### src/common/cpu_cfg.svh
// fixed core configuration; changing the register count also changes the instruction field widths
`ifndef CPU_CFG_SVH
`define CPU_CFG_SVH

// data path and address width, instruction words use the same width
`define CPU_XLEN 16

// architectural registers, r0 reads as zero
`define CPU_NREGS 16

// address of the first fetch after reset
`define CPU_RESET_PC 16'h0000

`endif

### src/common/cpu_pkg.sv
// pipeline types; opcodes 4'hc to 4'hf have no enum name and run as no-operation
`include "cpu_cfg.svh"

package cpu_pkg;

    typedef logic [`CPU_XLEN-1:0] word_t;
    typedef logic [$clog2(`CPU_NREGS)-1:0] reg_idx_t;

    // bits 3:0 of every instruction word
    typedef enum logic [3:0] {
        op_add = 4'h0,
        op_sub = 4'h1,
        op_and = 4'h2,
        op_or  = 4'h3,
        op_xor = 4'h4,
        op_shl = 4'h5,
        op_shr = 4'h6,
        op_li  = 4'h7,
        op_lw  = 4'h8,
        op_sw  = 4'h9,
        op_bz  = 4'ha,
        op_jr  = 4'hb
    } opcode_t;

    typedef struct packed {
        logic     valid;
        word_t    pc;
        word_t    instr;
    } if_id_t;

    typedef struct packed {
        logic     valid;
        opcode_t  opcode;
        word_t    pc;
        reg_idx_t rs1;
        reg_idx_t rs2;
        reg_idx_t rd;
        word_t    a;
        word_t    b;
        // li value or branch offset
        logic [7:0] imm;
        logic     reg_write;
    } id_ex_t;

    typedef struct packed {
        logic     valid;
        opcode_t  opcode;
        reg_idx_t rd;
        // alu result, or address for lw/sw
        word_t    result;
        word_t    store_data;
        logic     reg_write;
    } ex_mem_t;

    typedef struct packed {
        logic     valid;
        reg_idx_t rd;
        word_t    result;
        logic     reg_write;
    } mem_wb_t;

    // wishbone classic master outputs
    typedef struct packed {
        logic     cyc;
        logic     stb;
        logic     we;
        word_t    adr;
        word_t    dat;
    } wb_req_t;

    typedef struct packed {
        word_t    dat;
        logic     ack;
    } wb_rsp_t;

endpackage

### src/pipeline/fetch_stage.sv
// instruction port has no handshake, imem_data must be valid in the cycle imem_addr is driven
`timescale 1ns/10ps
`include "cpu_cfg.svh"

module fetch_stage (
    input  logic             clock,
    input  logic             arst_n,
    input  logic             mem_busy,
    input  logic             hazard_stall,
    input  logic             redirect,
    input  cpu_pkg::word_t   redirect_pc,
    output cpu_pkg::word_t   imem_addr,
    input  cpu_pkg::word_t   imem_data,
    output cpu_pkg::if_id_t  if_id
);
    import cpu_pkg::*;

    word_t pc_q;
    logic  valid_q;
    word_t pc_id_q;
    word_t instr_q;
    logic  advance;

    // a memory access freezes everything, a redirect beats the load-use hold
    assign advance = !mem_busy && !redirect && !hazard_stall;

    assign imem_addr = pc_q;

    always_ff @(posedge clock or negedge arst_n) begin
        if (!arst_n) begin
            pc_q    <= `CPU_RESET_PC;
            valid_q <= 1'b0;
        end else if (!mem_busy) begin
            if (redirect) begin
                // word being fetched now is on the wrong path
                pc_q    <= redirect_pc;
                valid_q <= 1'b0;
            end else if (!hazard_stall) begin
                pc_q    <= pc_q + 1'b1;
                valid_q <= 1'b1;
            end
        end
    end

    always_ff @(posedge clock) begin
        if (advance) begin
            pc_id_q <= pc_q;
            instr_q <= imem_data;
        end
    end

    assign if_id = '{valid: valid_q, pc: pc_id_q, instr: instr_q};

endmodule

### src/pipeline/decode_stage.sv
// register file has no reset, software must write a register before reading it
`timescale 1ns/10ps
`include "cpu_cfg.svh"

module decode_stage (
    input  logic              clock,
    input  logic              arst_n,
    input  logic              mem_busy,
    input  logic              redirect,
    input  cpu_pkg::if_id_t   if_id,
    input  cpu_pkg::mem_wb_t  mem_wb,
    input  cpu_pkg::reg_idx_t ex_load_rd,
    output logic              hazard_stall,
    output cpu_pkg::id_ex_t   id_ex
);
    import cpu_pkg::*;

    word_t      regs [`CPU_NREGS];
    opcode_t    op;
    reg_idx_t   rs1;
    reg_idx_t   rs2;
    reg_idx_t   rd;
    logic [7:0] imm;
    logic       uses_rs1;
    logic       uses_rs2;
    logic       writes_rd;
    id_ex_t     id_ex_d;
    id_ex_t     id_ex_q;
    logic       valid_q;

    // r0 is hardwired, a writeback in this cycle is seen by the read
    function automatic word_t read_port(input reg_idx_t idx, input word_t stored,
                                        input mem_wb_t wb);
        if (idx == '0) begin
            return '0;
        end
        if (wb.valid && wb.reg_write && wb.rd == idx) begin
            return wb.result;
        end
        return stored;
    endfunction

    always_ff @(posedge clock) begin
        if (mem_wb.valid && mem_wb.reg_write) begin
            regs[mem_wb.rd] <= mem_wb.result;
        end
    end

    // field split: op 3:0, rd 7:4, rs1 11:8, rs2 15:12
    always_comb begin
        op        = opcode_t'(if_id.instr[3:0]);
        rd        = if_id.instr[7:4];
        rs1       = if_id.instr[11:8];
        rs2       = if_id.instr[15:12];
        imm       = '0;
        uses_rs1  = 1'b0;
        uses_rs2  = 1'b0;
        writes_rd = 1'b0;
        case (op)
            op_add, op_sub, op_and, op_or, op_xor, op_shl, op_shr: begin
                uses_rs1  = 1'b1;
                uses_rs2  = 1'b1;
                writes_rd = 1'b1;
            end
            op_li: begin
                imm       = if_id.instr[15:8];
                writes_rd = 1'b1;
            end
            op_lw: begin
                uses_rs1  = 1'b1;
                writes_rd = 1'b1;
            end
            op_sw: begin
                uses_rs1 = 1'b1;
                uses_rs2 = 1'b1;
            end
            op_bz: begin
                // offset is split around the rs1 field
                imm      = {if_id.instr[15:12], if_id.instr[7:4]};
                uses_rs1 = 1'b1;
            end
            op_jr: begin
                uses_rs1 = 1'b1;
            end
            default: begin
                writes_rd = 1'b0;
            end
        endcase
    end

    // load in execute, its data is not ready for a direct consumer
    assign hazard_stall = if_id.valid && (ex_load_rd != '0) &&
                          ((uses_rs1 && rs1 == ex_load_rd) ||
                           (uses_rs2 && rs2 == ex_load_rd));

    always_comb begin
        id_ex_d.valid     = if_id.valid && !redirect && !hazard_stall;
        id_ex_d.opcode    = op;
        id_ex_d.pc        = if_id.pc;
        id_ex_d.rs1       = rs1;
        id_ex_d.rs2       = rs2;
        id_ex_d.rd        = rd;
        id_ex_d.a         = read_port(rs1, regs[rs1], mem_wb);
        id_ex_d.b         = read_port(rs2, regs[rs2], mem_wb);
        id_ex_d.imm       = imm;
        id_ex_d.reg_write = writes_rd && (rd != '0);
    end

    always_ff @(posedge clock or negedge arst_n) begin
        if (!arst_n) begin
            valid_q <= 1'b0;
        end else if (!mem_busy) begin
            valid_q <= id_ex_d.valid;
        end
    end

    always_ff @(posedge clock) begin
        if (!mem_busy) begin
            id_ex_q <= id_ex_d;
        end
    end

    always_comb begin
        id_ex       = id_ex_q;
        id_ex.valid = valid_q;
    end

endmodule

### src/pipeline/execute_stage.sv
// branches resolve here, so a taken bz or jr costs two flushed slots
`timescale 1ns/10ps
`include "cpu_cfg.svh"

module execute_stage (
    input  logic              clock,
    input  logic              arst_n,
    input  logic              mem_busy,
    input  cpu_pkg::id_ex_t   id_ex,
    input  cpu_pkg::mem_wb_t  mem_wb,
    output cpu_pkg::ex_mem_t  ex_mem,
    output cpu_pkg::reg_idx_t ex_load_rd,
    output logic              redirect,
    output cpu_pkg::word_t    redirect_pc
);
    import cpu_pkg::*;

    word_t   opa;
    word_t   opb;
    word_t   alu_result;
    word_t   branch_offset;
    word_t   branch_target;
    ex_mem_t ex_mem_d;
    ex_mem_t ex_mem_q;
    logic    valid_q;

    // newest producer wins: ex_mem first, then mem_wb, else the decode read
    function automatic word_t forward(input reg_idx_t idx, input word_t reg_val,
                                      input ex_mem_t em, input mem_wb_t wb);
        if (em.valid && em.reg_write && em.rd == idx) begin
            return em.result;
        end
        if (wb.valid && wb.reg_write && wb.rd == idx) begin
            return wb.result;
        end
        return reg_val;
    endfunction

    assign opa = forward(id_ex.rs1, id_ex.a, ex_mem_q, mem_wb);
    assign opb = forward(id_ex.rs2, id_ex.b, ex_mem_q, mem_wb);

    always_comb begin
        case (id_ex.opcode)
            op_add:  alu_result = opa + opb;
            op_sub:  alu_result = opa - opb;
            op_and:  alu_result = opa & opb;
            op_or:   alu_result = opa | opb;
            op_xor:  alu_result = opa ^ opb;
            op_shl:  alu_result = opa << opb[3:0];
            op_shr:  alu_result = opa >> opb[3:0];
            op_li:   alu_result = {{(`CPU_XLEN-8){1'b0}}, id_ex.imm};
            // word address for loads and stores
            op_lw:   alu_result = opa;
            op_sw:   alu_result = opa;
            default: alu_result = '0;
        endcase
    end

    assign branch_offset = {{(`CPU_XLEN-8){id_ex.imm[7]}}, id_ex.imm};
    assign branch_target = id_ex.pc + 1'b1 + branch_offset;

    assign redirect = id_ex.valid &&
                      ((id_ex.opcode == op_bz && opa == '0) || id_ex.opcode == op_jr);
    assign redirect_pc = (id_ex.opcode == op_jr) ? opa : branch_target;

    // zero means no load, a load into r0 never stalls anyone
    assign ex_load_rd = (id_ex.valid && id_ex.opcode == op_lw) ? id_ex.rd : '0;

    always_comb begin
        ex_mem_d.valid      = id_ex.valid;
        ex_mem_d.opcode     = id_ex.opcode;
        ex_mem_d.rd         = id_ex.rd;
        ex_mem_d.result     = alu_result;
        ex_mem_d.store_data = opb;
        ex_mem_d.reg_write  = id_ex.reg_write;
    end

    always_ff @(posedge clock or negedge arst_n) begin
        if (!arst_n) begin
            valid_q <= 1'b0;
        end else if (!mem_busy) begin
            valid_q <= ex_mem_d.valid;
        end
    end

    always_ff @(posedge clock) begin
        if (!mem_busy) begin
            ex_mem_q <= ex_mem_d;
        end
    end

    always_comb begin
        ex_mem       = ex_mem_q;
        ex_mem.valid = valid_q;
    end

endmodule

### src/pipeline/memory_stage.sv
// one wishbone classic transfer per lw/sw, cyc drops for a cycle between transfers
`timescale 1ns/10ps

module memory_stage (
    input  logic             clock,
    input  logic             arst_n,
    input  cpu_pkg::ex_mem_t ex_mem,
    output cpu_pkg::wb_req_t wb_req,
    input  cpu_pkg::wb_rsp_t wb_rsp,
    output logic             mem_busy,
    output cpu_pkg::mem_wb_t mem_wb
);
    import cpu_pkg::*;

    typedef enum logic {
        st_idle,
        st_access
    } state_t;

    state_t  state_q;
    logic    is_mem;
    logic    done;
    mem_wb_t mem_wb_d;
    mem_wb_t mem_wb_q;
    logic    valid_q;

    assign is_mem = ex_mem.valid && (ex_mem.opcode == op_lw || ex_mem.opcode == op_sw);
    assign done   = (state_q == st_access) && wb_rsp.ack;

    // whole pipeline waits until the slave acks
    assign mem_busy = is_mem && !done;

    always_ff @(posedge clock or negedge arst_n) begin
        if (!arst_n) begin
            state_q <= st_idle;
        end else begin
            case (state_q)
                st_idle: begin
                    if (is_mem) begin
                        state_q <= st_access;
                    end
                end
                st_access: begin
                    if (wb_rsp.ack) begin
                        state_q <= st_idle;
                    end
                end
                default: state_q <= st_idle;
            endcase
        end
    end

    // request fields stay put since ex_mem is frozen while busy
    always_comb begin
        wb_req.cyc = (state_q == st_access);
        wb_req.stb = (state_q == st_access);
        wb_req.we  = (state_q == st_access) && (ex_mem.opcode == op_sw);
        wb_req.adr = ex_mem.result;
        wb_req.dat = ex_mem.store_data;
    end

    always_comb begin
        mem_wb_d.valid     = ex_mem.valid;
        mem_wb_d.rd        = ex_mem.rd;
        mem_wb_d.result    = (ex_mem.opcode == op_lw) ? wb_rsp.dat : ex_mem.result;
        mem_wb_d.reg_write = ex_mem.reg_write;
    end

    always_ff @(posedge clock or negedge arst_n) begin
        if (!arst_n) begin
            valid_q <= 1'b0;
        end else if (!mem_busy) begin
            valid_q <= mem_wb_d.valid;
        end
    end

    always_ff @(posedge clock) begin
        if (!mem_busy) begin
            mem_wb_q <= mem_wb_d;
        end
    end

    always_comb begin
        mem_wb       = mem_wb_q;
        mem_wb.valid = valid_q;
    end

endmodule

### src/cpu_core.sv
// word-addressed instruction and data spaces, data only through the wishbone master
`timescale 1ns/10ps

module cpu_core (
    input  logic             clock,
    input  logic             arst_n,
    output cpu_pkg::word_t   imem_addr,
    input  cpu_pkg::word_t   imem_data,
    output cpu_pkg::wb_req_t wb_req,
    input  cpu_pkg::wb_rsp_t wb_rsp
);
    import cpu_pkg::*;

    // stage registers
    if_id_t   if_id;
    id_ex_t   id_ex;
    ex_mem_t  ex_mem;
    mem_wb_t  mem_wb;

    // hazard and flush control
    logic     mem_busy;
    logic     hazard_stall;
    logic     redirect;
    word_t    redirect_pc;
    reg_idx_t ex_load_rd;

    fetch_stage u_fetch (
        .clock        (clock),
        .arst_n       (arst_n),
        .mem_busy     (mem_busy),
        .hazard_stall (hazard_stall),
        .redirect     (redirect),
        .redirect_pc  (redirect_pc),
        .imem_addr    (imem_addr),
        .imem_data    (imem_data),
        .if_id        (if_id)
    );

    decode_stage u_decode (
        .clock        (clock),
        .arst_n       (arst_n),
        .mem_busy     (mem_busy),
        .redirect     (redirect),
        .if_id        (if_id),
        .mem_wb       (mem_wb),
        .ex_load_rd   (ex_load_rd),
        .hazard_stall (hazard_stall),
        .id_ex        (id_ex)
    );

    execute_stage u_execute (
        .clock        (clock),
        .arst_n       (arst_n),
        .mem_busy     (mem_busy),
        .id_ex        (id_ex),
        .mem_wb       (mem_wb),
        .ex_mem       (ex_mem),
        .ex_load_rd   (ex_load_rd),
        .redirect     (redirect),
        .redirect_pc  (redirect_pc)
    );

    memory_stage u_memory (
        .clock        (clock),
        .arst_n       (arst_n),
        .ex_mem       (ex_mem),
        .wb_req       (wb_req),
        .wb_rsp       (wb_rsp),
        .mem_busy     (mem_busy),
        .mem_wb       (mem_wb)
    );

endmodule

### config.mk
export PLATFORM = sky130hd
export DESIGN_NAME = cpu_core
export DESIGN_NICKNAME = d
export VERILOG_FILES = /design/src/common/cpu_pkg.sv /design/src/pipeline/fetch_stage.sv /design/src/pipeline/decode_stage.sv /design/src/pipeline/execute_stage.sv /design/src/pipeline/memory_stage.sv /design/src/cpu_core.sv
export VERILOG_INCLUDE_DIRS = /design/src /design/src/common
export SDC_FILE = /design/constraint.sdc
export NUM_CORES = 1
export LEC_CHECK = 0
export BUFFER_PORTS_ARGS = -buffer_cell sky130_fd_sc_hd__buf_2
export CAP_MARGIN = 20
export CORE_UTILIZATION = 35
export DETAILED_ROUTE_END_ITERATION = 10
export PLACE_DENSITY = 0.47
export REMOVE_ABC_BUFFERS = 1
export SLEW_MARGIN = 20
export SYNTH_ARGS = -nofsm -noshare
export SYNTH_HDL_FRONTEND = slang
export SYNTH_HIERARCHICAL = 1
export SYNTH_SLANG_ARGS = --single-unit
### constraint.sdc
create_clock -name clock -period 13.4 [get_ports clock]
set_clock_uncertainty 0.2 [all_clocks]
set_input_delay 2.68 -clock clock [delete_from_list [all_inputs] [get_ports clock]]
set_output_delay 2.68 -clock clock [all_outputs]
set_load 0.01 [all_outputs]
# Yosys cells after proc, flatten, opt, wreduce, memory -nomap -nowiden
# Memory sizes are Yosys's and may differ from the RTL's. A register that Yosys moved wholly into a read port is not among the register bits.
# Index checks and enable logic that the tools add are counted.
[word_totals] reg_bits=189 ramBits=256 output_inout_bits=51 in_bits=35 word_cells=162 mem_count=1
[memory_table] name="u_decode.regs" depth=16 word_bits=16 read_ports=2 rd_ports_with_merged_regs=2 write_ports=1 line="decode_stage.sv:18" source="word_t regs [`CPU_NREGS];"
[classes] add_sub_neg=5 bitwise=5 n_reduce_logical=43 eq_ne=33 mux=47 shift=2
[op_table] cell="16-bit 2-to-1 mux" n=20
[op_table] cell="16-bit case mux with 9 select lines" n=1
[op_table] cell="4-bit == test (second input constant)" n=10
[op_table] cell="16-bit by 1-bit adder with 16-bit output (second input constant)" n=2
[op_table] cell="16-bit adder" n=2
[op_table] cell="4-bit by 3-bit == test with 1-bit output (second input constant)" n=8
[op_table] cell="4-bit == test" n=8
[op_table] cell="1-bit logical AND" n=24
[op_table] cell="1-bit 2-to-1 mux" n=21
[op_table] cell="16-bit AND" n=1
[op_table] cell="4-bit by 2-bit == test with 1-bit output (second input constant)" n=4
[op_table] cell="16-bit zero test" n=1
[op_table] cell="4-bit zero test" n=4
[op_table] cell="16-bit bitwise OR" n=1
[op_table] cell="8-bit case mux with 2 select lines" n=1
[op_table] cell="16-bit by 4-bit << shifter with 16-bit output" n=1
[op_table] cell="16-bit by 4-bit >> shifter with 16-bit output" n=1
[op_table] cell="16-bit subtractor" n=1
[op_table] cell="16-bit XOR" n=1
[op_table] cell="4-bit 2-to-1 mux" n=3
[op_table] cell="11-bit OR reduction" n=1
[op_table] cell="9-bit OR reduction" n=1
[op_table] cell="4-bit by 1-bit == test with 1-bit output (second input constant)" n=2
[op_table] cell="4-bit nonzero test" n=2
[op_table] cell="8 further kinds" n=14

# Longest topological paths before layout
# Gate-level depths: netlist of run 1.
[logic_depth] depth_word=14 ltp_mapped=23 mapped_depth_nobuf=21

# Cells and area by module
# Netlist of run 1, hierarchy kept.
[modules_own_cells] module="decode_stage" instances=1 cells_per_inst=876 area_per_inst_um2=14800.4 seq_area_each_um2=9904.5
[modules_own_cells] module="execute_stage" instances=1 cells_per_inst=843 area_per_inst_um2=6827.8 seq_area_each_um2=1286.2
[modules_own_cells] module="fetch_stage" instances=1 cells_per_inst=161 area_per_inst_um2=2037.0 seq_area_each_um2=1386.3
[modules_own_cells] module="memory_stage" instances=1 cells_per_inst=86 area_per_inst_um2=1218.7 seq_area_each_um2=680.7

# Least setup slack after synthesis of run 1
# Ideal clock, no wire load.
[synth_path] kind="input -> register" from="in wb_rsp[0] (netlist name)" to="reg u_fetch.instr_q[0] (enable)" n_path_buf=1 setup_ns=0.464 slack_ns=7.207 arrival_ns=5.530 stages=4 required_ns=12.736 cell_sequence="nand2_1 > and3_1 > clkbuf_1 > nor3_1"
[synth_via] elab_chain_len=6
[synth_lines] element="from (decl)" line="cpu_core.sv:10" source="input cpu_pkg::wb_rsp_t wb_rsp"
[synth_lines] element="1-bit logical AND" line="memory_stage.sv:28" source="assign done = (state_q == st_access) && wb_rsp.ack;"
[synth_lines] element="1-bit zero test" line="memory_stage.sv:31" source="assign mem_busy = is_mem && !done;"
[synth_lines] element="1-bit logical AND" line="memory_stage.sv:31"
[synth_lines] element="named net mem_busy" line="cpu_core.sv:21" source="logic mem_busy;"
[synth_lines] element="1-bit zero test"
[synth_lines] element="1-bit logical AND (2 in a row)" line="fetch_stage.sv:25" source="assign advance = !mem_busy && !redirect && !hazard_stall;"
[synth_lines] element="named net u_fetch.advance" line="fetch_stage.sv:22" source="logic advance;"
[synth_lines] element="to (signal assigned)" line="fetch_stage.sv:48" source="instr_q <= imem_data;"
[synth_lines] element="to (decl)" line="fetch_stage.sv:21" source="word_t instr_q;"
# The timed path passes the listed nets, and every way through them passes these cells.
# A chain may end at the register's enable or synchronous reset.

# Final worst setup path of run 1
[layout_path] from="reg u_memory.mem_wb_q, in the netlist u_memory/mem_wb[17]" to="reg u_execute.ex_mem_q, in the netlist u_execute/ex_mem[32], data pin"
[layout_via] elab_chain_len=8 word_cells_on_any_way=22 cone_classes="add/sub (2); eq/ne (2); shift (2); mux (11); bitwise (3); reduce/logical (2)"
[layout_lines] element="from (decl)" line="memory_stage.sv:24" source="mem_wb_t mem_wb_q;"
[layout_lines] element="from (signal assigned)" line="memory_stage.sv:79" source="mem_wb_q <= mem_wb_d;"
[layout_lines] element="4-bit == test" line="execute_stage.sv:33" source="if (wb.valid && wb.reg_write && wb.rd == idx) begin"
[layout_lines] element="1-bit logical AND" line="execute_stage.sv:33"
[layout_lines] element="1-bit 2-to-1 mux (2 in a row)" line="execute_stage.sv:33"
[layout_lines] element="16-bit 2-to-1 mux" line="execute_stage.sv:36" source="return reg_val;"
[layout_lines] element="16-bit 2-to-1 mux" line="execute_stage.sv:33"
[layout_lines] element="16-bit subtractor (tied with other cells)" line="execute_stage.sv:45" source="op_sub: alu_result = opa - opb;"
[layout_lines] element="16-bit case mux with 9 select lines (*)" line="execute_stage.sv:43" source="case (id_ex.opcode)"
[layout_lines] element="named net u_execute.alu_result[15]" line="execute_stage.sv:20" source="word_t alu_result;"
[layout_lines] element="to (signal assigned)" line="execute_stage.sv:88" source="ex_mem_q <= ex_mem_d;"
[layout_lines] element="to (decl)" line="execute_stage.sv:24" source="ex_mem_t ex_mem_q;"
# Mark *: on every way through the listed nets, which the timed path passes. The rest lies on a longest branch. The select of a mux whose other input is x is not followed.

==> results of run 1 <==
synthesized netlist by cell type (6+ instances only):
library cell | count | area share
nor4_1 | 14 | 0.0035
a31o_2 | 6 | 0.0021
buf_6 | 7 | 0.0032
xor2_1 | 16 | 0.0056
a21o_1 | 15 | 0.0045
buf_2 | 26 | 0.0052
ha_1 | 65 | 0.033
mux2_2 | 28 | 0.013
mux4_2 | 58 | 0.052
nand3_1 | 34 | 0.0068
or3_1 | 15 | 0.0038
nor2b_1 | 17 | 0.0043
inv_1 | 50 | 0.0075
o31ai_1 | 9 | 0.0027
xnor2_1 | 49 | 0.017
nor2_1 | 86 | 0.013
o31a_1 | 6 | 0.0021
a21oi_1 | 102 | 0.021
a22oi_1 | 18 | 0.0054
clkbuf_1 | 45 | 0.0068
o22ai_1 | 66 | 0.017
a221o_1 | 10 | 0.0040
mux4_1 | 6 | 0.0063
o211ai_1 | 9 | 0.0027
buf_4 | 103 | 0.031
nor3_1 | 44 | 0.0088
a31oi_1 | 28 | 0.0070
nand2b_1 | 19 | 0.0048
o21ai_0 | 100 | 0.020
a221oi_1 | 7 | 0.0025
nand2_1 | 95 | 0.014
mux2i_1 | 178 | 0.072
a211oi_1 | 23 | 0.0069
and2_1 | 17 | 0.0043
and4_1 | 7 | 0.0025
dfrtp_1 | 21 | 0.021
edfxtp_1 | 424 | 0.51
a211o_1 | 15 | 0.0053
nand4_1 | 12 | 0.0030
path summary, 6_finish.rpt:
check                                                   start                                end  slack (ns)  depth (start not counted)
max in group asynchronous                              arst_n       u_memory/valid_q$_DFFE_PN0N_       10.76                          1
min in group asynchronous                              arst_n  u_fetch/imem_addr[13]$_DFFE_PN0P_        1.86                          1
worst min-delay path             u_fetch/pc_id_q[5]$_DFFE_PP_       u_decode/id_ex[58]$_DFFE_PN_        0.22                          0
worst min register to register   u_fetch/pc_id_q[5]$_DFFE_PP_       u_decode/id_ex[58]$_DFFE_PN_        0.22                          0
worst max-delay path            u_memory/mem_wb[17]$_DFFE_PN_     u_execute/ex_mem[32]$_DFFE_PN_        7.09                         21
worst max register to register  u_memory/mem_wb[17]$_DFFE_PN_     u_execute/ex_mem[32]$_DFFE_PN_        7.09                         21
report_power, final:
| group | internal, uW | switching [uW] | leakage, uW | total, uW |
|---|---|---|---|---|
| sequential | 2150 | 441 | 0.00438 | 2590 |
| combinational | 1490 | 2580 | 0.00495 | 4070 |
| clock | 857 | 584 | 0.000842 | 1440 |
per-stage QoR:
stage	power [uW]	hold slack (ns)	util	instance area, sq um	std cells
after floorplan	5111	0.2003	-	23680	1776
after CTS	8107	0.2183	0.3921	27500	2951
final	8098	0.2175	0.3924	27530	2953
after global routing	8574	0.2242	0.3924	27530	2953
after detailed placement	6625	0.2045	0.3675	25780	2855
after global placement	6597	0.2018	0.3668	25730	2851
layer usage:
layer | vias to the layer above | routed length, um
li1 | 7607 | -
met1 | 8542 | 35840
met2 | 527 | 34900
met3 | 105 | 4427
met4 | 0 | 1912
met5 | - | 0
final cells by class:
class	count	area, sq um	share of cell area
Timing Repair Buffer	141	889.6	0.03231
Multi-Input combinational cell	1276	10270	0.3732
Clock buffer	62	1360	0.04940
Inverter	55	209.0	0.007590
Sequential cell	445	13260	0.4816
Clock inverter	34	364.1	0.01323
Tap cell	940	1176	0.04272
layout by cell type, fill, tap and decap left out, types with 7 or more instances in the layout:
cell type / n
a211o_1: 15
a211oi_1: 23
a21o_1: 15
a21oi_1: 102
a221o_1: 10
a221oi_1: 7
a22oi_1: 18
a31oi_1: 28
and2_1: 17
and4_1: 7
buf_2: 85
buf_4: 49
bufinv_16: 7
clkbuf_1: 9
clkbuf_16: 53
clkinv_1: 13
clkinv_2: 10
dfrtp_1: 21
edfxtp_1: 424
ha_1: 65
inv_1: 48
mux2_2: 28
mux2i_1: 178
mux4_2: 58
nand2_1: 95
nand2b_1: 19
nand3_1: 34
nand4_1: 12
nor2_1: 83
nor2b_1: 16
nor3_1: 36
nor3_2: 8
nor4_1: 14
o211ai_1: 9
o21ai_0: 100
o22ai_1: 66
o31ai_1: 9
or3_1: 15
xnor2_1: 49
xor2_1: 16
sequential cells by signal, indices dropped and copies added, names as in the netlist:
register	flops
u_fetch/imem_addr	16
u_fetch/pc_id_q	16
u_execute/ex_mem	41
u_memory/mem_wb	21
u_memory/valid_q	1
u_decode/regs	256
u_decode/id_ex	73
u_fetch/valid_q	1
u_fetch/instr_q	16
u_memory/state_q	1
u_decode/valid_q	1
u_execute/ex_mem_q	1
u_execute/valid_q	1
cells by family (layout without fill, tap and decap cells):
logic type | count (synthesis) | in the layout | synth area share
flip-flops | 445 | 445 | 0.5328
buffers and inverters | 245 | 292 | 0.05682
AND/OR/NAND/NOR | 394 | 394 | 0.08136
XOR/XNOR | 66 | 66 | 0.02353
adder cells (fa/ha/maj) | 67 | 67 | 0.03429
multiplexers | 272 | 272 | 0.1440
AO/OA/AOI/OAI | 477 | 477 | 0.1272
==> results.txt, run 1 <==
largest net degree at the start of global routing = 102
Post-Place Worst Slack = 7.291 ns
GR Util All Layers = 0.2126
CTS root buffer = clkbuf_16
sequential cell area fraction in the yosys report = 0.5328
clock-pin transition on the worst setup and hold timing paths = 0.06 ns
most frequent CP cell = a21oi_1
Hold-fix buffers, CTS = 0
antenna violations before repair = 0
Nets = 2073
clock buffer depth = 3
final hold violation count = 0
TritonCTS Sinks = 445
Bufs and invs on worst path = 1
register bit total from synthesis = 445
fmax = 158.5 MHz
routed length per instance = 26.10 um
post-route setup TNS = 0 ns
share of cells above drive strength 1 = 0.1764
hold crit path type = reg2reg
Global Route met2 Usage = 0.3321
htree depth = 2
worst rel slew slack = 0.2537
RSZ-0062 raised after global routing = false
area delta synth->final = 10.63%
post-CTS setup buffer count = 0
via count = 16781
syn avg cell area = 12.66 sq um
Period minus WS final = 6.308 ns
Rows = 97
CP delay by family, top = compound AO/OA/AOI/OAI gates
n_diodes = 0
status = finished clean
DR iter-0 viols = 1565
die height = 268.6 um
cell area power density = 294.1 nW/um^2
leak pwr = 0.01017 uW
Final GP Congestion = 0.9116
initial cell density of the core = 0.3547
Peak VDD IR = 0.0001302 V
crit-path max FO = 40
M1 GR Usage = 0.3054
global-route wire length before repair = 112700 um
crit-path cells = nand2b_2 > o2111ai_2 > o31a_1 > o31ai_4 > inv_2 > nor2_1 > nand2_1 > nor2_1 > a21oi_1 > xnor2_1 > ha_1 > a21o_1 > a21o_1 > a21oi_1 > o31ai_1 > a21o_1 > a21oi_1 > o21bai_1 > a21oi_1 > xnor2_1 > a221o_1
drt total wl = 77080 um
full die area = 72170 sq um
I/O pins = 86
PostCTS Resize Cnt = 0
global route overflow = 0
Core ar. = 70150 sq um
vias in the first global route = 16777
DRT Pass-1 Iters = 5
Worst-Margin Slew = 1.114 ns
Post-Syn Area = 24880 sq um
filler cell count = 6744
Worst setup EP type = flop
CTS tree = yes
max incr delay on CP = 0.70 ns
FFs w/ async S/R, synth = 0.04719
DIE WIDTH = 268.6 um
yosys warns = 6
startpoint types = flop
DRC Markers = 0
Port Buf Inserts = 85
DR vias/cell = 5.683
DP HPWL = 51310 um
Post-Syn Instances = 1966
GRT busiest layer = met2
Final period util = 0.4708
kind of critical path = reg2reg
final setup violation count = 0
GR Util met3 = 0.03416
slowest CP cell = o31ai_4
Post-synth EDFFs = 424
synth unique cells = 91
Max Cap Viol = 0
Final WS setup = 7.092 ns
total CTS buffers = 52
CP Data Arrival Time = 6.45 ns
Req. time, crit path = 13.55 ns
Skew-Pair Late Insertion Delay = 0.60 ns
fin. max-slew vios = 0
Routed Antenna Nets = 0
Main synth FF type = edfxtp_1
Note: power is estimated with default switching activity, not from simulation.
==> run 2, diff against run 1 <==
--- a/config.mk
+++ b/config.mk
@@ -10,7 +10,7 @@
 export CAP_MARGIN = 20
 export CORE_UTILIZATION = 35
 export DETAILED_ROUTE_END_ITERATION = 10
-export PLACE_DENSITY = 0.47
+export PLACE_DENSITY = 0.49
 export REMOVE_ABC_BUFFERS = 1
 export SLEW_MARGIN = 20
 export SYNTH_ARGS = -nofsm -noshare
==> constraint.sdc (replaced) <==
create_clock -name clock -period 5.3 [get_ports clock]
set_clock_uncertainty 0.2 [all_clocks]
set_input_delay 1.06 -clock clock [delete_from_list [all_inputs] [get_ports clock]]
set_output_delay 1.06 -clock clock [all_outputs]
set_load 0.01 [all_outputs]
==> run 2 against run 1 <==
Non-clock buffer count is 32 higher. Via count increased by 1.7%. Critical endpoint unchanged. Worst hold slack is essentially flat. Critical path depth is 5 lower. Cell count rose by 1.0%.
==> results.txt, run 2 (synthesis results as in run 1) <==
CTS tree = yes
Min Hold Slack = 0.2178 ns (+0.0003140 ns)
Skew-Pair Late Insertion Delay = 0.63 ns (+0.03 ns)
DR iter-0 viols = 1644 (+5.0%)
GR Util All Layers = 0.2091 (-0.003474)
Largest Register = u_decode/regs
CTS root buffer = clkbuf_16
Hold-fix buffers, CTS = 0 (unchanged)
crit-path max FO = 8 (-80%)
hold crit path type = reg2reg
Nets = 2104 (+1.5%)
cell area power density = 736.9 nW/um^2 (+150%)
Peak VDD IR = 0.0003536 V (+170%)
kind of critical path = reg2reg
final setup violation count = 0 (unchanged)
Final period util = 0.9419 (+0.4711)
largest net degree at the start of global routing = 69 (-32%)
antenna violations before repair = 3 (+3)
area delta synth->final = 11.09%
worst rel slew slack = 0.2163 (-0.03743)
clock buffer depth = 3 (unchanged)
fin. max-slew vios = 0 (unchanged)
status = finished clean
htree depth = 2 (unchanged)
filler cell count = 6752 (+0.12%)
share of cells above drive strength 1 = 0.1924 (+0.01601)
global-route wire length before repair = 111100 um (-1.5%)
n_diodes = 0 (unchanged)
RSZ-0062 raised after global routing = false
CP Data Arrival Time = 5.13 ns (-1.32 ns)
DIE WIDTH = 268.6 um (unchanged)
drt total wl = 76410 um (-0.87%)
most common cell after layout, fill and taps aside = edfxtp_1
full die area = 72170 sq um (unchanged)
DP HPWL = 52100 um (+1.5%)
Rows = 97 (unchanged)
Core ar. = 70150 sq um (unchanged)
routed length per instance = 25.61 um (-1.9%)
startpoint types = flop
highest-count cells in the layout ignoring fill and taps = 424 x edfxtp_1, 178 x mux2i_1, 102 x a21oi_1
max reg flops = 256 (unchanged)
DRT Pass-1 Iters = 6 (+1)
Final GP Congestion = 0.9279 (+1.8%)
clock-pin transition on the worst setup and hold timing paths = 0.07 ns (about the same)
Req. time, crit path = 5.44 ns (-8.11 ns)
global route overflow = 0 (unchanged)
Worst setup EP type = flop
fmax = 200.3 MHz (+26%)
Period minus WS final = 4.992 ns (-1.316 ns)
Max Cap Viol = 0 (unchanged)
initial cell density of the core = 0.3547 (unchanged)
Final Cell Area = 27640 sq um (+0.41%)
final hold violation count = 0 (unchanged)
die height = 268.6 um (unchanged)
leak pwr = 0.01024 uW (+0.68%)
vias in the first global route = 16602 (-1.0%)
total CTS buffers = 51 (-1.9%)
DP Area = 26010 sq um (+0.88%)
via count = 17065 (+1.7%)
DRC Markers = 0 (unchanged)
Worst-Margin Slew = 1.172 ns (+0.05780 ns)
TritonCTS Sinks = 445 (unchanged)
Port Buf Inserts = 85 (unchanged)
I/O pins = 86 (unchanged)
Routed Antenna Nets = 0 (unchanged)
DR vias/cell = 5.721 (+0.67%)
[run 2: cell count changes in the layout (fill, tap and decap cells not counted), moves of 3 or more]
cell | previous run | this run
nor2_2 | 4 | 10
bufinv_16 | 7 | 1
clkbuf_1 | 9 | 17
buf_6 | 3 | 0
clkinv_1 | 13 | 7
buf_4 | 49 | 86
nor2_1 | 83 | 75
clkbuf_8 | 0 | 4
[run 2: report_power, final]
part | total [uW] | switching (uW) | leakage (uW) | internal [uW]
Clock | 3350 | 1460 | 0.000767 | 1890
Combinational | 10600 | 6690 | 0.00509 | 3940
Sequential | 6400 | 966 | 0.00438 | 5430
[run 2: final timing paths]
| kind | startpoint | to | slack [ns] | cells past startpoint |
|---|---|---|---|---|
| min in group asynchronous | arst_n | u_fetch/imem_addr[15]$_DFFE_PN0P_ | 0.23 | 1 |
| min reg2reg | u_fetch/pc_id_q[14]$_DFFE_PP_ | u_decode/id_ex[67]$_DFFE_PN_ | 0.22 | 0 |
| min | u_fetch/pc_id_q[14]$_DFFE_PP_ | u_decode/id_ex[67]$_DFFE_PN_ | 0.22 | 0 |
| max reg2reg | u_decode/id_ex[47]$_DFFE_PN_ | u_execute/ex_mem[32]$_DFFE_PN_ | 0.31 | 16 |
| max | u_decode/id_ex[47]$_DFFE_PN_ | u_execute/ex_mem[32]$_DFFE_PN_ | 0.31 | 16 |
| max in group asynchronous | arst_n | u_fetch/imem_addr[0]$_DFFE_PN0P_ | 4.30 | 1 |
[run 2: timing repair]
action | in CTS | in global routing
endpoints found under the hold margin | 0 | 0
gates resized for setup | 0 | 7
buffers inserted | 0 | 4
setup endpoints to repair | 0 | 4
[run 2: final cells by class]
class | instances | area, sq um | share of cell area
Clock buffer | 72 | 1395 | 0.05047
Clock inverter | 22 | 180.2 | 0.006518
Inverter | 55 | 209.0 | 0.007559
Multi-Input combinational cell | 1276 | 10310 | 0.3731
Sequential cell | 445 | 13260 | 0.4796
Tap cell | 940 | 1176 | 0.04255
Timing Repair Buffer | 173 | 1111 | 0.04019
[run 2: per-stage QoR]
stage                     worst slack, ns  power (uW)    util  cells  TNS (ns)
after floorplan                    -1.664       12920       -   1776    -61.52
after global placement             0.3815       16810  0.3707   2885         0
after detailed placement           0.2403       16860  0.3707   2885         0
after CTS                          0.1818       20310  0.3932   2979         0
after global routing              0.01573       21540  0.3941   2983         0
final                              0.3079       20370  0.3941   2983         0
[run 2: layer usage]
layer / routed length [um] / vias to the layer above / track usage
met5: 0 / - / 0
met4: 1723 / 0 / 0.05666
met3: 4888 / 99 / 0.03160
met2: 34330 / 641 / 0.3209
met1: 35460 / 8639 / 0.3062
li1: - / 7686 / -
[run 2: worst max-delay path, cell delays in order (launching register included)]
cell	delay [ns]
edfxtp_1	0.45
xnor2_1	0.47
nand3_1	0.49
mux2_1	0.46
mux2i_1	0.31
and3_1	0.30
a21oi_1	0.11
xnor2_1	0.15
ha_1	0.34
a21oi_1	0.19
o31ai_1	0.14
a21o_1	0.21
a21oi_1	0.22
o21bai_1	0.10
a21oi_1	0.18
xnor2_1	0.11
a221o_1	0.29
==> run 3, diff against run 2 <==
--- a/config.mk
+++ b/config.mk
@@ -7,7 +7,7 @@
 export NUM_CORES = 1
 export LEC_CHECK = 0
 export BUFFER_PORTS_ARGS = -buffer_cell sky130_fd_sc_hd__buf_2
-export CAP_MARGIN = 20
+export CAP_MARGIN = 10
 export CORE_UTILIZATION = 35
 export DETAILED_ROUTE_END_ITERATION = 10
 export PLACE_DENSITY = 0.49
==> constraint.sdc (replaced) <==
create_clock -name clock -period 5.3 [get_ports clock]
set_clock_uncertainty 0.2 [all_clocks]
set_input_delay 0.265 -clock clock [delete_from_list [all_inputs] [get_ports clock]]
set_output_delay 0.265 -clock clock [all_outputs]
set_load 0.01 [all_outputs]
==> run 3 against run 2 <==
First-iteration DRC count down 2.4%. Routed wire length increased by 0.10%. Sequential share of layout area decreased by 0.72 points. Die area unchanged. Critical path type unchanged. Critical endpoint unchanged. Largest power group unchanged.
==> results.txt, run 3 (synthesis results as in run 1) <==
status = finished clean
Final Cell Area = 28070 sq um (+1.5%)
die height = 268.6 um (unchanged)
n_diodes = 0 (unchanged)
Worst-Margin Slew = 1.158 ns (-0.01423 ns)
I/O pins = 86 (unchanged)
final core occ = 0.4001 (+0.006047)
routed length per instance = 25.36 um (-0.99%)
Routed Antenna Nets = 0 (unchanged)
DR iter-0 viols = 1605 (-2.4%)
RSZ-0062 raised after global routing = false
full die area = 72170 sq um (unchanged)
TritonCTS Sinks = 445 (unchanged)
drt total wl = 76490 um (+0.10%)
Final Power = 20530 uW (+0.79%)
via count = 17217 (+0.89%)
final hold violation count = 0 (unchanged)
share of cells above drive strength 1 = 0.1874 (-0.004985)
largest net degree at the start of global routing = 69 (unchanged)
DRC Markers = 0 (unchanged)
Skew-Pair Late Insertion Delay = 0.62 ns (about the same)
FF-to-FF End = u_execute/ex_mem[32]$_DFFE_PN_
Flop pwr share = 0.312 (-0.002)
slowest CP cell = xnor2_1
clock-pin transition on the worst setup and hold timing paths = 0.06 ns (about the same)
Internal = 11430 uW (+1.5%)
vias in the first global route = 16893 (+1.8%)
CTS tree = yes
antenna violations before repair = 0 (-3)
Core ar. = 70150 sq um (unchanged)
FF-to-FF Start = u_decode/id_ex[47]$_DFFE_PN_
crit-path cells = xnor2_1 > nand3_1 > mux2_1 > mux2i_1 > and3_1 > a21oi_1 > xnor2_1 > ha_1 > nand4_1 > o31ai_1 > a21o_1 > a21oi_1 > o21bai_1 > a21oi_1 > xnor2_1 > a221o_1
Port Buf Inserts = 85 (unchanged)
Final period util = 0.9619 (+0.01999)
DIE WIDTH = 268.6 um (unchanged)
area delta synth->final = 12.80%
Sw Share = 0.4434 (-0.004042)
clock power share = 0.172 (+0.008)
total CTS buffers = 51 (unchanged)
most common cell after layout, fill and taps aside = edfxtp_1
Rows = 97 (unchanged)
DR vias/cell = 5.709 (-0.21%)
hold crit path type = in2reg
Period minus WS final = 5.098 ns (+0.1059 ns)
startpoint types = flop
DP Area = 26000 sq um (about the same)
Peak VDD IR = 0.0004285 V (+21%)
Final WS setup = 0.2020 ns (-0.1059 ns)
htree depth = 2 (unchanged)
leak pwr = 0.01042 uW (+1.7%)
Req. time, crit path = 5.44 ns (about the same)
setup slack, reg-to-reg = 0.20 ns (-0.11 ns)
Post-Place Worst Slack = 0.1994 ns (-0.04091 ns)
Worst setup EP type = flop
CP Data Arrival Time = 5.24 ns (+0.11 ns)
final setup violation count = 0 (unchanged)
global route overflow = 0 (unchanged)
DP HPWL = 51920 um (-0.33%)
fmax = 196.2 MHz (-2.1%)
max reg flops = 256 (unchanged)
met2 wire len = 34220 um (-0.32%)
max incr delay on CP = 0.53 ns (+0.04 ns)
WL met1 = 35720 um (+0.74%)
combinational power share = 0.516 (-0.006)
CTS root buffer = clkbuf_16
Nets = 2135 (+1.5%)
crit-path max FO = 8 (unchanged)
switching power = 9105 uW (-0.12%)
GR Util All Layers = 0.2108 (+0.001705)
fin. max-slew vios = 0 (unchanged)
kind of critical path = reg2reg
DRT Pass-1 Iters = 6 (unchanged)
post-CTS setup buffer count = 0 (unchanged)
global-route wire length before repair = 112700 um (+1.5%)
clock buffer depth = 3 (unchanged)
worst r2r path cells = 16 (unchanged)
initial cell density of the core = 0.3547 (unchanged)
highest-count cells in the layout ignoring fill and taps = 424 x edfxtp_1, 178 x mux2i_1, 102 x a21oi_1
worst rel slew slack = 0.2264 (+0.01018)
Largest Register = u_decode/regs
Final GP Congestion = 0.9306 (+0.29%)
crit path launch = u_decode/id_ex[47]$_DFFE_PN_
CP endpoint = u_execute/ex_mem[32]$_DFFE_PN_
met3 wire len = 4953 um (+1.3%)
Max Cap Viol = 0 (unchanged)
cell area power density = 731.5 nW/um^2 (-0.73%)
uppermost layer routed = met4
run 3: cell count changes in the layout (fill, tap and decap cells not counted), sizes merged:
cell	before	now
buf	173	169
bufinv	1	6
clkbuf	72	60
clkinv	20	28
dlygate4sd3	0	35
inv	55	56
run 3: what timing repair did:
item	CTS	global route
endpoints found under the setup margin	0	4
hold buffers	36	0
gates resized for setup	0	5
endpoints found under the hold margin	55	0
run 3: worst min-delay path by stage:
stage	startpoint	slack [ns]	cells past startpoint	end
after floorplan	arst_n	-0.23	0	u_decode/valid_q$_DFFE_PN0N_
after global placement	arst_n	0.1	1	u_fetch/imem_addr[15]$_DFFE_PN0P_
after detailed placement	arst_n	0.09	1	u_fetch/imem_addr[13]$_DFFE_PN0P_
after CTS	imem_data[2]	0.13	2	u_fetch/instr_q[2]$_DFFE_PP_
after global routing	imem_data[1]	0.15	2	u_fetch/instr_q[1]$_DFFE_PP_
final	imem_data[2]	0.16	2	u_fetch/instr_q[2]$_DFFE_PP_
run 3: layer usage:
layer  vias up  track usage
li1       7747            -
met1      8700       0.3109
met2       672       0.3250
met3        98      0.02968
met4         0      0.05175
met5         -            0
run 3: stage by stage:
stage | setup TNS, ns | instances | hold slack, ns
finish | 0 | 3016 | 0.1595
global route | 0 | 3016 | 0.1492
CTS | 0 | 3016 | 0.1262
detailed placement | 0 | 2884 | 0.09310
global placement | 0 | 2884 | 0.09508
floorplan | -61.52 | 1776 | -0.2306
run 3: power groups by stage:
stage	combinational [uW]	sequential, uW	clock [uW]
final	10600	6400	3540
after global routing	11400	6530	3760
after CTS	10500	6410	3630
after detailed placement	10400	6470	0
after global placement	10400	6450	0
after floorplan	6500	6430	0
run 3: cell type report:
type                    count  area, sq um
repair buffers            204         1444
fillers                  6671        42080
clock buffers              60         1310
well taps                 940         1176
inverters                  55        209.0
clock inverters            36        364.1
multi-input cells        1276        10310
flip-flops and latches    445        13260
run 3: critical path, delay by kind of cell, from the launching register on:
| family | cells | cell delay, ns |
|---|---|---|
| mux | 2 | 0.76 |
| simple gates | 3 | 0.95 |
| xor+xnor | 3 | 0.81 |
| compound gates | 7 | 1.32 |
| fa+ha+maj | 1 | 0.33 |
| flops | 1 | 0.46 |
